**config.mk**
```make
export PLATFORM = sky130hd
export DESIGN_NAME = rs_core
export DESIGN_NICKNAME = d
export VERILOG_FILES = /design/src/design/rs_pkg.sv /design/src/design/alloc_if.sv /design/src/design/issue_ctrl.sv /design/src/design/station_bank.sv /design/src/design/cdb_arbiter.sv /design/src/design/reg_status.sv /design/src/design/rs_core.sv
export SDC_FILE = /design/constraint.sdc
export NUM_CORES = 2
export LEC_CHECK = 0
export BUFFER_PORTS_ARGS = -buffer_cell sky130_fd_sc_hd__buf_2
export CAP_MARGIN = 20
export CELL_PAD_IN_SITES_DETAIL_PLACEMENT = 2
export CELL_PAD_IN_SITES_GLOBAL_PLACEMENT = 2
export CORE_ASPECT_RATIO = 2
export CORE_MARGIN = 2
export CORE_UTILIZATION = 44
export CTS_CLUSTER_DIAMETER = 40
export CTS_CLUSTER_SIZE = 28
export DETAILED_ROUTE_END_ITERATION = 10
export PLACE_DENSITY = 0.84
export SETUP_SLACK_MARGIN = 0.1
export SKIP_CTS_REPAIR_TIMING = 1
export SYNTH_ARGS = -nofsm -noshare
export SYNTH_HDL_FRONTEND = slang
export SYNTH_SLANG_ARGS = --single-unit
```
**constraint.sdc**
```tcl
create_clock -name clk -period 10.8 [get_ports clk]
set_input_delay 1.08 -clock clk [delete_from_list [all_inputs] [get_ports clk]]
set_output_delay 1.08 -clock clk [all_outputs]
set_load 0.01 [all_outputs]
```
**src/design/rs_pkg.sv**
```systemverilog
`default_nettype none

package rs_pkg;

  localparam int word_w    = 32;
  localparam int num_regs  = 16;
  localparam int num_slots = 4;

  typedef logic [3:0] reg_idx_t;
  typedef logic [1:0] slot_idx_t;

  typedef enum logic [1:0] {
    unit_none = 2'd0, // value sits in the register file
    unit_add  = 2'd1,
    unit_mul  = 2'd2
  } unit_e;

  // one tag word, compared raw or split for routing
  typedef union packed {
    logic [3:0] raw;
    struct packed {
      unit_e     unit;
      slot_idx_t slot;
    } f;
  } tag_u;

  localparam tag_u tag_ready = '0;

  typedef enum logic [1:0] {
    op_add = 2'd0,
    op_mul = 2'd1,
    op_mv  = 2'd2
  } op_e;

  typedef struct packed {
    logic              busy;
    tag_u              tag1;
    tag_u              tag2;
    logic [word_w-1:0] val1;
    logic [word_w-1:0] val2;
  } rs_entry_t;

  // index of lowest set bit, zero when none
  function automatic slot_idx_t lowest_slot(logic [num_slots-1:0] mask);
    slot_idx_t idx;
    idx = '0;
    for (int i = num_slots - 1; i >= 0; i--) begin
      if (mask[i]) idx = slot_idx_t'(i);
    end
    return idx;
  endfunction

endpackage

`default_nettype wire

```
**src/design/alloc_if.sv**
```systemverilog
`timescale 1ns/10ps
`default_nettype none

interface alloc_if import rs_pkg::*; ();

  logic                 alloc_valid; // single-cycle write strobe
  slot_idx_t            alloc_slot;
  rs_entry_t            alloc_entry;
  logic [num_slots-1:0] free_mask;   // one bit per idle station

  modport issuer (
    output alloc_valid,
    output alloc_slot,
    output alloc_entry,
    input  free_mask
  );

  modport bank (
    input  alloc_valid,
    input  alloc_slot,
    input  alloc_entry,
    output free_mask
  );

endinterface

`default_nettype wire

```
**src/design/issue_ctrl.sv**
```systemverilog
`timescale 1ns/10ps
`default_nettype none

module issue_ctrl import rs_pkg::*; (
  input  logic              clk,
  input  logic              arst_n,
  input  logic              req,
  output logic              ack,
  input  op_e               op,
  input  reg_idx_t          rd,
  input  reg_idx_t          rs1,
  input  reg_idx_t          rs2,
  input  logic              has_imm,
  input  logic [word_w-1:0] imm,
  alloc_if.issuer           alloc_add,
  alloc_if.issuer           alloc_mul,
  input  tag_u              rd_tag1,
  input  tag_u              rd_tag2,
  input  logic [word_w-1:0] rd_val1,
  input  logic [word_w-1:0] rd_val2,
  output reg_idx_t          src1,
  output reg_idx_t          src2,
  output logic              ren_valid,
  output reg_idx_t          ren_reg,
  output tag_u              ren_tag,
  output logic              imm_wr,
  input  logic              cdb_valid,
  input  tag_u              cdb_tag,
  input  logic [word_w-1:0] cdb_value
);

  logic                 to_add;
  logic                 to_mul;
  logic [num_slots-1:0] tgt_free;
  slot_idx_t            free_slot;
  logic                 slot_ok;
  logic                 accept;
  unit_e                tgt_unit;
  rs_entry_t            entry;

  function automatic logic on_bus(tag_u t);
    return cdb_valid && (cdb_tag.raw == t.raw);
  endfunction

  // register move rides an add station
  assign to_add   = (op == op_add) || (op == op_mv && !has_imm);
  assign to_mul   = (op == op_mul);
  assign tgt_unit = to_mul ? unit_mul : unit_add;

  assign tgt_free  = to_mul ? alloc_mul.free_mask : alloc_add.free_mask;
  assign free_slot = lowest_slot(tgt_free);
  assign slot_ok   = !(to_add || to_mul) || (|tgt_free); // imm move never stalls
  assign accept    = req && !ack && slot_ok;

  always_ff @(posedge clk or negedge arst_n) begin
    if (!arst_n) begin
      ack <= 1'b0;
    end else if (accept) begin
      ack <= 1'b1;
    end else if (ack && !req) begin
      ack <= 1'b0;
    end
  end

  assign src1 = rs1;
  assign src2 = rs2;

  // status lookup, result on the bus this cycle counts as ready
  always_comb begin
    entry      = '0;
    entry.busy = 1'b1;
    entry.tag1 = rd_tag1;
    entry.val1 = rd_val1;
    if (on_bus(rd_tag1)) begin
      entry.tag1 = tag_ready;
      entry.val1 = cdb_value;
    end
    if (op == op_mv) begin
      entry.tag2 = tag_ready; // zero second operand
      entry.val2 = '0;
    end else if (has_imm) begin
      entry.tag2 = tag_ready;
      entry.val2 = imm;
    end else if (on_bus(rd_tag2)) begin
      entry.tag2 = tag_ready;
      entry.val2 = cdb_value;
    end else begin
      entry.tag2 = rd_tag2;
      entry.val2 = rd_val2;
    end
  end

  assign alloc_add.alloc_valid = accept && to_add;
  assign alloc_add.alloc_slot  = free_slot;
  assign alloc_add.alloc_entry = entry;
  assign alloc_mul.alloc_valid = accept && to_mul;
  assign alloc_mul.alloc_slot  = free_slot;
  assign alloc_mul.alloc_entry = entry;

  always_comb begin
    ren_valid       = accept && (to_add || to_mul);
    ren_reg         = rd;
    ren_tag.f.unit  = tgt_unit;
    ren_tag.f.slot  = free_slot;
    imm_wr          = accept && (op == op_mv) && has_imm;
  end

endmodule

`default_nettype wire

```
**src/design/station_bank.sv**
```systemverilog
`timescale 1ns/10ps
`default_nettype none

module station_bank import rs_pkg::*; #(
  parameter unit_e unit = unit_add
) (
  input  logic              clk,
  input  logic              arst_n,
  alloc_if.bank             alloc,
  input  logic              cdb_valid,
  input  tag_u              cdb_tag,
  input  logic [word_w-1:0] cdb_value,
  output logic              done_req,
  output slot_idx_t         done_slot,
  output logic [word_w-1:0] done_value,
  input  logic              done_grant
);

  rs_entry_t            slots [num_slots];
  logic [num_slots-1:0] busy;
  logic [num_slots-1:0] ready;
  logic                 any_ready;
  slot_idx_t            pick;
  logic                 held;      // a request is waiting for its grant
  slot_idx_t            held_slot;
  logic [word_w-1:0]    op_a;
  logic [word_w-1:0]    op_b;

  assign alloc.free_mask = ~busy;

  // entry payload and bus capture
  always_ff @(posedge clk) begin
    if (alloc.alloc_valid) begin
      slots[alloc.alloc_slot] <= alloc.alloc_entry;
    end
    for (int i = 0; i < num_slots; i++) begin
      if (cdb_valid && slots[i].tag1.raw == cdb_tag.raw) begin
        slots[i].tag1 <= tag_ready;
        slots[i].val1 <= cdb_value;
      end
      if (cdb_valid && slots[i].tag2.raw == cdb_tag.raw) begin
        slots[i].tag2 <= tag_ready;
        slots[i].val2 <= cdb_value;
      end
    end
  end

  always_comb begin
    for (int i = 0; i < num_slots; i++) begin
      ready[i] = busy[i] && slots[i].tag1.raw == tag_ready.raw &&
                 slots[i].tag2.raw == tag_ready.raw;
    end
  end

  assign any_ready = |ready;
  assign pick      = lowest_slot(ready);

  // a lower slot turning ready must not replace the pending one
  assign done_req  = held || any_ready;
  assign done_slot = held ? held_slot : pick;

  always_ff @(posedge clk or negedge arst_n) begin
    if (!arst_n) begin
      busy      <= '0;
      held      <= 1'b0;
      held_slot <= '0;
    end else begin
      if (alloc.alloc_valid) begin
        busy[alloc.alloc_slot] <= alloc.alloc_entry.busy;
      end
      if (done_grant) begin
        busy[done_slot] <= 1'b0; // result leaves on the bus next cycle
        held            <= 1'b0;
      end else if (done_req) begin
        held      <= 1'b1;
        held_slot <= done_slot;
      end
    end
  end

  assign op_a = slots[done_slot].val1;
  assign op_b = slots[done_slot].val2;

  generate
    if (unit == unit_mul) begin : g_mul
      assign done_value = $signed(op_a) * $signed(op_b); // low word only
    end else begin : g_add
      assign done_value = op_a + op_b;
    end
  endgenerate

endmodule

`default_nettype wire

```
**src/design/cdb_arbiter.sv**
```systemverilog
`timescale 1ns/10ps
`default_nettype none

module cdb_arbiter import rs_pkg::*; (
  input  logic              clk,
  input  logic              arst_n,
  input  logic              add_req,
  input  slot_idx_t         add_slot,
  input  logic [word_w-1:0] add_value,
  input  logic              mul_req,
  input  slot_idx_t         mul_slot,
  input  logic [word_w-1:0] mul_value,
  output logic              add_grant,
  output logic              mul_grant,
  output logic              cdb_valid,
  output tag_u              cdb_tag,
  output logic [word_w-1:0] cdb_value
);

  tag_u              tag_d;
  logic [word_w-1:0] value_d;

  // fixed priority, mul wins
  assign mul_grant = mul_req;
  assign add_grant = add_req && !mul_req;

  always_comb begin
    tag_d.f.unit = mul_req ? unit_mul : unit_add;
    tag_d.f.slot = mul_req ? mul_slot : add_slot;
    value_d      = mul_req ? mul_value : add_value;
  end

  always_ff @(posedge clk or negedge arst_n) begin
    if (!arst_n) begin
      cdb_valid <= 1'b0;
    end else begin
      cdb_valid <= add_req || mul_req;
    end
  end

  always_ff @(posedge clk) begin
    cdb_tag   <= tag_d;
    cdb_value <= value_d;
  end

endmodule

`default_nettype wire

```
**src/design/reg_status.sv**
```systemverilog
`timescale 1ns/10ps
`default_nettype none

module reg_status import rs_pkg::*; (
  input  logic              clk,
  input  logic              arst_n,
  input  reg_idx_t          src1,
  input  reg_idx_t          src2,
  input  reg_idx_t          query_reg,
  output tag_u              rd_tag1,
  output tag_u              rd_tag2,
  output logic [word_w-1:0] rd_val1,
  output logic [word_w-1:0] rd_val2,
  output logic [word_w-1:0] query_value,
  output logic              query_busy,
  input  logic              ren_valid,
  input  reg_idx_t          ren_reg,
  input  tag_u              ren_tag,
  input  logic              imm_wr,
  input  logic [word_w-1:0] imm,
  input  logic              cdb_valid,
  input  tag_u              cdb_tag,
  input  logic [word_w-1:0] cdb_value
);

  logic [word_w-1:0] regs   [num_regs];
  tag_u              status [num_regs];

  always_ff @(posedge clk or negedge arst_n) begin
    if (!arst_n) begin
      for (int i = 0; i < num_regs; i++) begin
        regs[i]   <= '0;
        status[i] <= tag_ready;
      end
    end else begin
      // retire only where the producer is still the latest one
      if (cdb_valid) begin
        for (int i = 0; i < num_regs; i++) begin
          if (status[i].raw == cdb_tag.raw) begin
            status[i] <= tag_ready;
            regs[i]   <= cdb_value;
          end
        end
      end
      // issue writes come last so they override retirement
      if (ren_valid) begin
        status[ren_reg] <= ren_tag;
      end
      if (imm_wr) begin
        status[ren_reg] <= tag_ready;
        regs[ren_reg]   <= imm;
      end
    end
  end

  assign rd_tag1 = status[src1];
  assign rd_tag2 = status[src2];
  assign rd_val1 = regs[src1];
  assign rd_val2 = regs[src2];

  assign query_value = regs[query_reg];
  assign query_busy  = status[query_reg].raw != tag_ready.raw; // producer pending

endmodule

`default_nettype wire

```
**src/design/rs_core.sv**
```systemverilog
`timescale 1ns/10ps
`default_nettype none

module rs_core import rs_pkg::*; (
  input  logic              clk,
  input  logic              arst_n,
  input  logic              req,
  output logic              ack,
  input  op_e               op,
  input  reg_idx_t          rd,
  input  reg_idx_t          rs1,
  input  reg_idx_t          rs2,
  input  logic              has_imm,
  input  logic [word_w-1:0] imm,
  input  reg_idx_t          query_reg,
  output logic [word_w-1:0] query_value,
  output logic              query_busy
);

  alloc_if alloc_add ();
  alloc_if alloc_mul ();

  tag_u              rd_tag1;
  tag_u              rd_tag2;
  logic [word_w-1:0] rd_val1;
  logic [word_w-1:0] rd_val2;
  reg_idx_t          src1;
  reg_idx_t          src2;
  logic              ren_valid;
  reg_idx_t          ren_reg;
  tag_u              ren_tag;
  logic              imm_wr;

  logic              cdb_valid;
  tag_u              cdb_tag;
  logic [word_w-1:0] cdb_value;

  logic              add_req;
  slot_idx_t         add_slot;
  logic [word_w-1:0] add_value;
  logic              add_grant;
  logic              mul_req;
  slot_idx_t         mul_slot;
  logic [word_w-1:0] mul_value;
  logic              mul_grant;

  issue_ctrl issue_ctrl_i (
    .clk, .arst_n, .req, .ack, .op, .rd, .rs1, .rs2, .has_imm, .imm,
    .alloc_add (alloc_add.issuer),
    .alloc_mul (alloc_mul.issuer),
    .rd_tag1, .rd_tag2, .rd_val1, .rd_val2, .src1, .src2,
    .ren_valid, .ren_reg, .ren_tag, .imm_wr,
    .cdb_valid, .cdb_tag, .cdb_value
  );

  station_bank #(.unit(unit_add)) add_bank (
    .clk, .arst_n, .alloc (alloc_add.bank),
    .cdb_valid, .cdb_tag, .cdb_value,
    .done_req (add_req), .done_slot (add_slot), .done_value (add_value),
    .done_grant (add_grant)
  );

  station_bank #(.unit(unit_mul)) mul_bank (
    .clk, .arst_n, .alloc (alloc_mul.bank),
    .cdb_valid, .cdb_tag, .cdb_value,
    .done_req (mul_req), .done_slot (mul_slot), .done_value (mul_value),
    .done_grant (mul_grant)
  );

  cdb_arbiter cdb_arbiter_i (
    .clk, .arst_n,
    .add_req, .add_slot, .add_value, .mul_req, .mul_slot, .mul_value,
    .add_grant, .mul_grant, .cdb_valid, .cdb_tag, .cdb_value
  );

  reg_status reg_status_i (
    .clk, .arst_n, .src1, .src2, .query_reg,
    .rd_tag1, .rd_tag2, .rd_val1, .rd_val2, .query_value, .query_busy,
    .ren_valid, .ren_reg, .ren_tag, .imm_wr, .imm,
    .cdb_valid, .cdb_tag, .cdb_value
  );

endmodule

`default_nettype wire

```
==> flow_summary.yaml <==
hold_path:
  hp-class: "in2async"
global_route:
  grt_pass1_vias: 84565
  grt.overflow.total: 0
  grt_usage_pct: 40.09
  grt_pass1_wl_mm: 591.0
  grt_max_degree: 167
  grt_antenna_before_repair: 25
die:
  core_um2: 197400
  design.die.area_um2: 201900
  die-width_um: 318.7
  start_util_pct: 44.15
  placementRows: 231
  die_y_um: 633.4
  ios: 88
place:
  dpl.cell_count: 10149
  gp_congestion: 0.9794
  dp_hpwl_mm: 266.7
  portBuffers: 87
  pre_cts_slack_ns: 0.5433
detailed_routing:
  drc: 0
  drt_wl_total_mm: 408.4
  drtIter0Drc: 7279
  ant_nets: 0
  first_pass_iters: 6
  num_vias: 73799
  routedWlPerCell_um: 39.29
  via_per_inst: 7.099
setup_path:
  worstSetupEndpoint: "cdb_arbiter_i.cdb_value[24]"
  r2r-start: "mul_bank.slots[3][65]"
  crit_path_frequent_cell: "fa_1"
  path_delay_family: "adder cells"
  critPathBufInv: 6
  worstPathArrival_ns: 11.24
  worstSetupStartpointType: "register"
  cp-startpoint: "mul_bank.slots[3][65]"
  worst-path-stages: 29
  cp_slowest_stage_delay_ns: 0.70
  worstSetupPathType: "reg2reg"
  required_ns: 11.43
  path_max_fanout: 40
  worstReg2RegEnd: "cdb_arbiter_i.cdb_value[24]"
  rr_worst_depth: 29
  endpoint_kind: "register"
  r2r_slack_ns: 0.19
  slowest_stage: "fa_1"
cells_and_area:
  final_layout_size_suffix_gt1_share_pct: 17.33
  area_delta_synth_final_pct: 8.798
  n_fill_cell: 19504
  stdcell_count: 10396
  nets: 8361
timing:
  finalCritPeriodShare_pct: 98.27
  hold_viol_final: 0
  max_freq_mhz: 94.22
  tightestPinTransition_ns: 1.291
  post-route-min-period_ns: 10.61
  setup_viol: 0
  rsz0062_at_grt: "true"
  maxSlewHeadroom_pct: 13.90
  setup_ws_ns: 0.1866
  final_max_slew_viol_count: 0
  finalClockSkew_ns: 0.05212
clock_tree:
  cts.clk_slew.worst_paths_ns: 0.09
  cts_sinks: 1201
  h-tree-depth: 3
  clk_latency_ns: 0.79
  clk_path_buf_depth: 3
  root_buffer: "clkbuf_16"
  numCtsBuffers: 115
  cts_tree: "yes"
yosys:
  syn_inst: 8046
  synth-seq-cells: 1201
  syn-num-nets: 8690
  synthArstFlopShare_pct: 49.04
  syn-cell-area_um2: 87160
  yosys_warnings: 0
  synth-edff-count: 512
  synth_cell_types: 79
  ys.flop_type: "dfrtp_1"
  ys_seq_area_share_pct: 36.85
  postSynthAreaPerCell_um2: 10.83
status:
  status: "finished clean"
flow_run:
  maxCapViolations: 0
## sequential cells by signal (all words and copies together), names as in the netlist
| register | flops |
|---|---|
| issue_ctrl_i.ack | 1 |
| add_bank.slots | 288 |
| mul_bank.slots | 288 |
| add_bank.held_slot | 2 |
| reg_status_i.status | 64 |
| cdb_arbiter_i.cdb_valid | 1 |
| add_bank.held | 1 |
| reg_status_i.regs | 512 |
| cdb_arbiter_i.cdb_tag | 4 |
| add_bank.busy | 4 |
| cdb_arbiter_i.cdb_value | 32 |
| mul_bank.busy | 4 |
## worst min-delay path by stage
stage                                       end  cells past startpoint  slack [ns]                   from
after floorplan           add_bank.held_slot[1]                      2        0.45  add_bank.held_slot[1]
after global placement    add_bank.slots[0][70]                      2        0.47  add_bank.slots[0][70]
after detailed placement  add_bank.slots[0][71]                      2        0.48  add_bank.slots[0][71]
after CTS                      mul_bank.busy[1]                      1        0.40                 arst_n
after global routing           mul_bank.busy[1]                      1        0.44                 arst_n
final                          mul_bank.busy[1]                      1        0.41                 arst_n
## metal layers
layer / vias up / share of wire, % / GRT usage (%)
met3: 2248 / 7.5 / 8.178
met4: 20 / 11 / 40.03
met5: - / 0.035 / 0
met2: 4945 / 50 / 69.49
li1: 28233 / - / -
met1: 38353 / 31 / 39.07
## kinds of logic (layout without fill, tap and decap cells)
| kind of cell | after synthesis | after routing | share of synthesized area, % |
|---|---|---|---|
| and+or+nand+nor | 1958 | 1958 | 9.746 |
| AOI/OAI and AO/OA | 1699 | 1699 | 13.11 |
| buffers and inverters | 1250 | 1021 | 5.492 |
| DFF | 1201 | 1201 | 36.85 |
| muxes | 1106 | 1106 | 20.29 |
| adders and majority gates | 590 | 590 | 11.99 |
| xor gates and xnor gates | 242 | 242 | 2.531 |
| other | 0 | 16 | 0 |
## final cells by class
type	count	area, um2	share of cell area, %
flip-flops and latches	1201	32120	33.87
well taps	2563	3207	3.382
inverters	442	1659	1.750
clock buffers	125	2968	3.130
clock inverters	92	1132	1.194
multi-input cells	5595	50860	53.63
repair buffers	362	2844	2.999
diodes	16	40.04	0.04222
## cells in the final DEF, fill, tap and decap left out, types with 13 or more instances in the layout
cell type and count:
buf_2 81, o22ai_2 13, a31oi_1 104, o221ai_1 13, inv_6 14, o22ai_1 29
a21o_1 26, a22o_1 550, ha_1 181, dfxtp_1 96, buf_12 19, nor4_2 33
nor3_1 41, nor2_1 946, inv_1 441, buf_4 246, xor2_1 126, nand2b_1 83
xnor2_1 110, nand3_1 18, nand2_1 532, edfxtp_1 512, nor2b_1 19, o21ai_0 194
mux2i_1 548, mux4_2 525, nand2_4 14, a21oi_1 592, nor4_1 21, or2_2 72
clkinv_8 14, clkbuf_16 117, and2_1 74, fa_1 409, mux2_2 33, inv_8 15
a211oi_1 67, nor2_2 36, diode_2 16, dfrtp_1 589
## cells in the mapped netlist, types with 10 or more instances
| master | number | area share (%) |
|---|---|---|
| a211o_1 | 10 | 0.10 |
| xor2_1 | 126 | 1.3 |
| and2_1 | 75 | 0.54 |
| clkbuf_1 | 675 | 2.9 |
| o21a_1 | 12 | 0.10 |
| nor4_1 | 52 | 0.37 |
| nand2_1 | 547 | 2.4 |
| nand2b_1 | 90 | 0.65 |
| o22ai_1 | 39 | 0.28 |
| a22o_1 | 550 | 5.5 |
| edfxtp_1 | 512 | 18 |
| o21ai_0 | 198 | 1.1 |
| nor2_2 | 24 | 0.17 |
| o221ai_1 | 13 | 0.13 |
| nor3_1 | 43 | 0.25 |
| mux4_2 | 525 | 14 |
| nand3_1 | 19 | 0.11 |
| buf_1 | 97 | 0.42 |
| buf_2 | 25 | 0.14 |
| inv_1 | 441 | 1.9 |
| a31oi_1 | 104 | 0.75 |
| a21oi_1 | 593 | 3.4 |
| nor2b_1 | 20 | 0.14 |
| o21bai_1 | 11 | 0.095 |
| dfrtp_1 | 589 | 17 |
| mux2_2 | 33 | 0.43 |
| or3_1 | 12 | 0.086 |
| a211oi_1 | 68 | 0.59 |
| dfxtp_1 | 100 | 2.3 |
| mux2i_1 | 548 | 6.3 |
| and3_1 | 10 | 0.072 |
| o31ai_1 | 10 | 0.086 |
| nor2_1 | 967 | 4.2 |
| fa_1 | 409 | 9.4 |
| a21o_1 | 26 | 0.22 |
| xnor2_1 | 110 | 1.1 |
| or2_2 | 72 | 0.52 |
| ha_1 | 181 | 2.6 |
## stage by stage
step / utilization [%] / TNS, ns / cell area [um2] / hold slack, ns
2_1_floorplan: - / 0 / 87160 / 0.4497
3_3_place_gp: 45.79 / -0.9713 / 90400 / 0.4683
3_5_place_dp: 45.83 / 0 / 90470 / 0.4802
4_1_cts: 47.91 / 0 / 94570 / 0.4017
5_1_grt: 48.02 / 0 / 94800 / 0.4414
6_report: 48.04 / 0 / 94830 / 0.4108
Power is not shown: default switching activity piles up to over one toggle a cycle in this logic, so the estimate is an artifact.
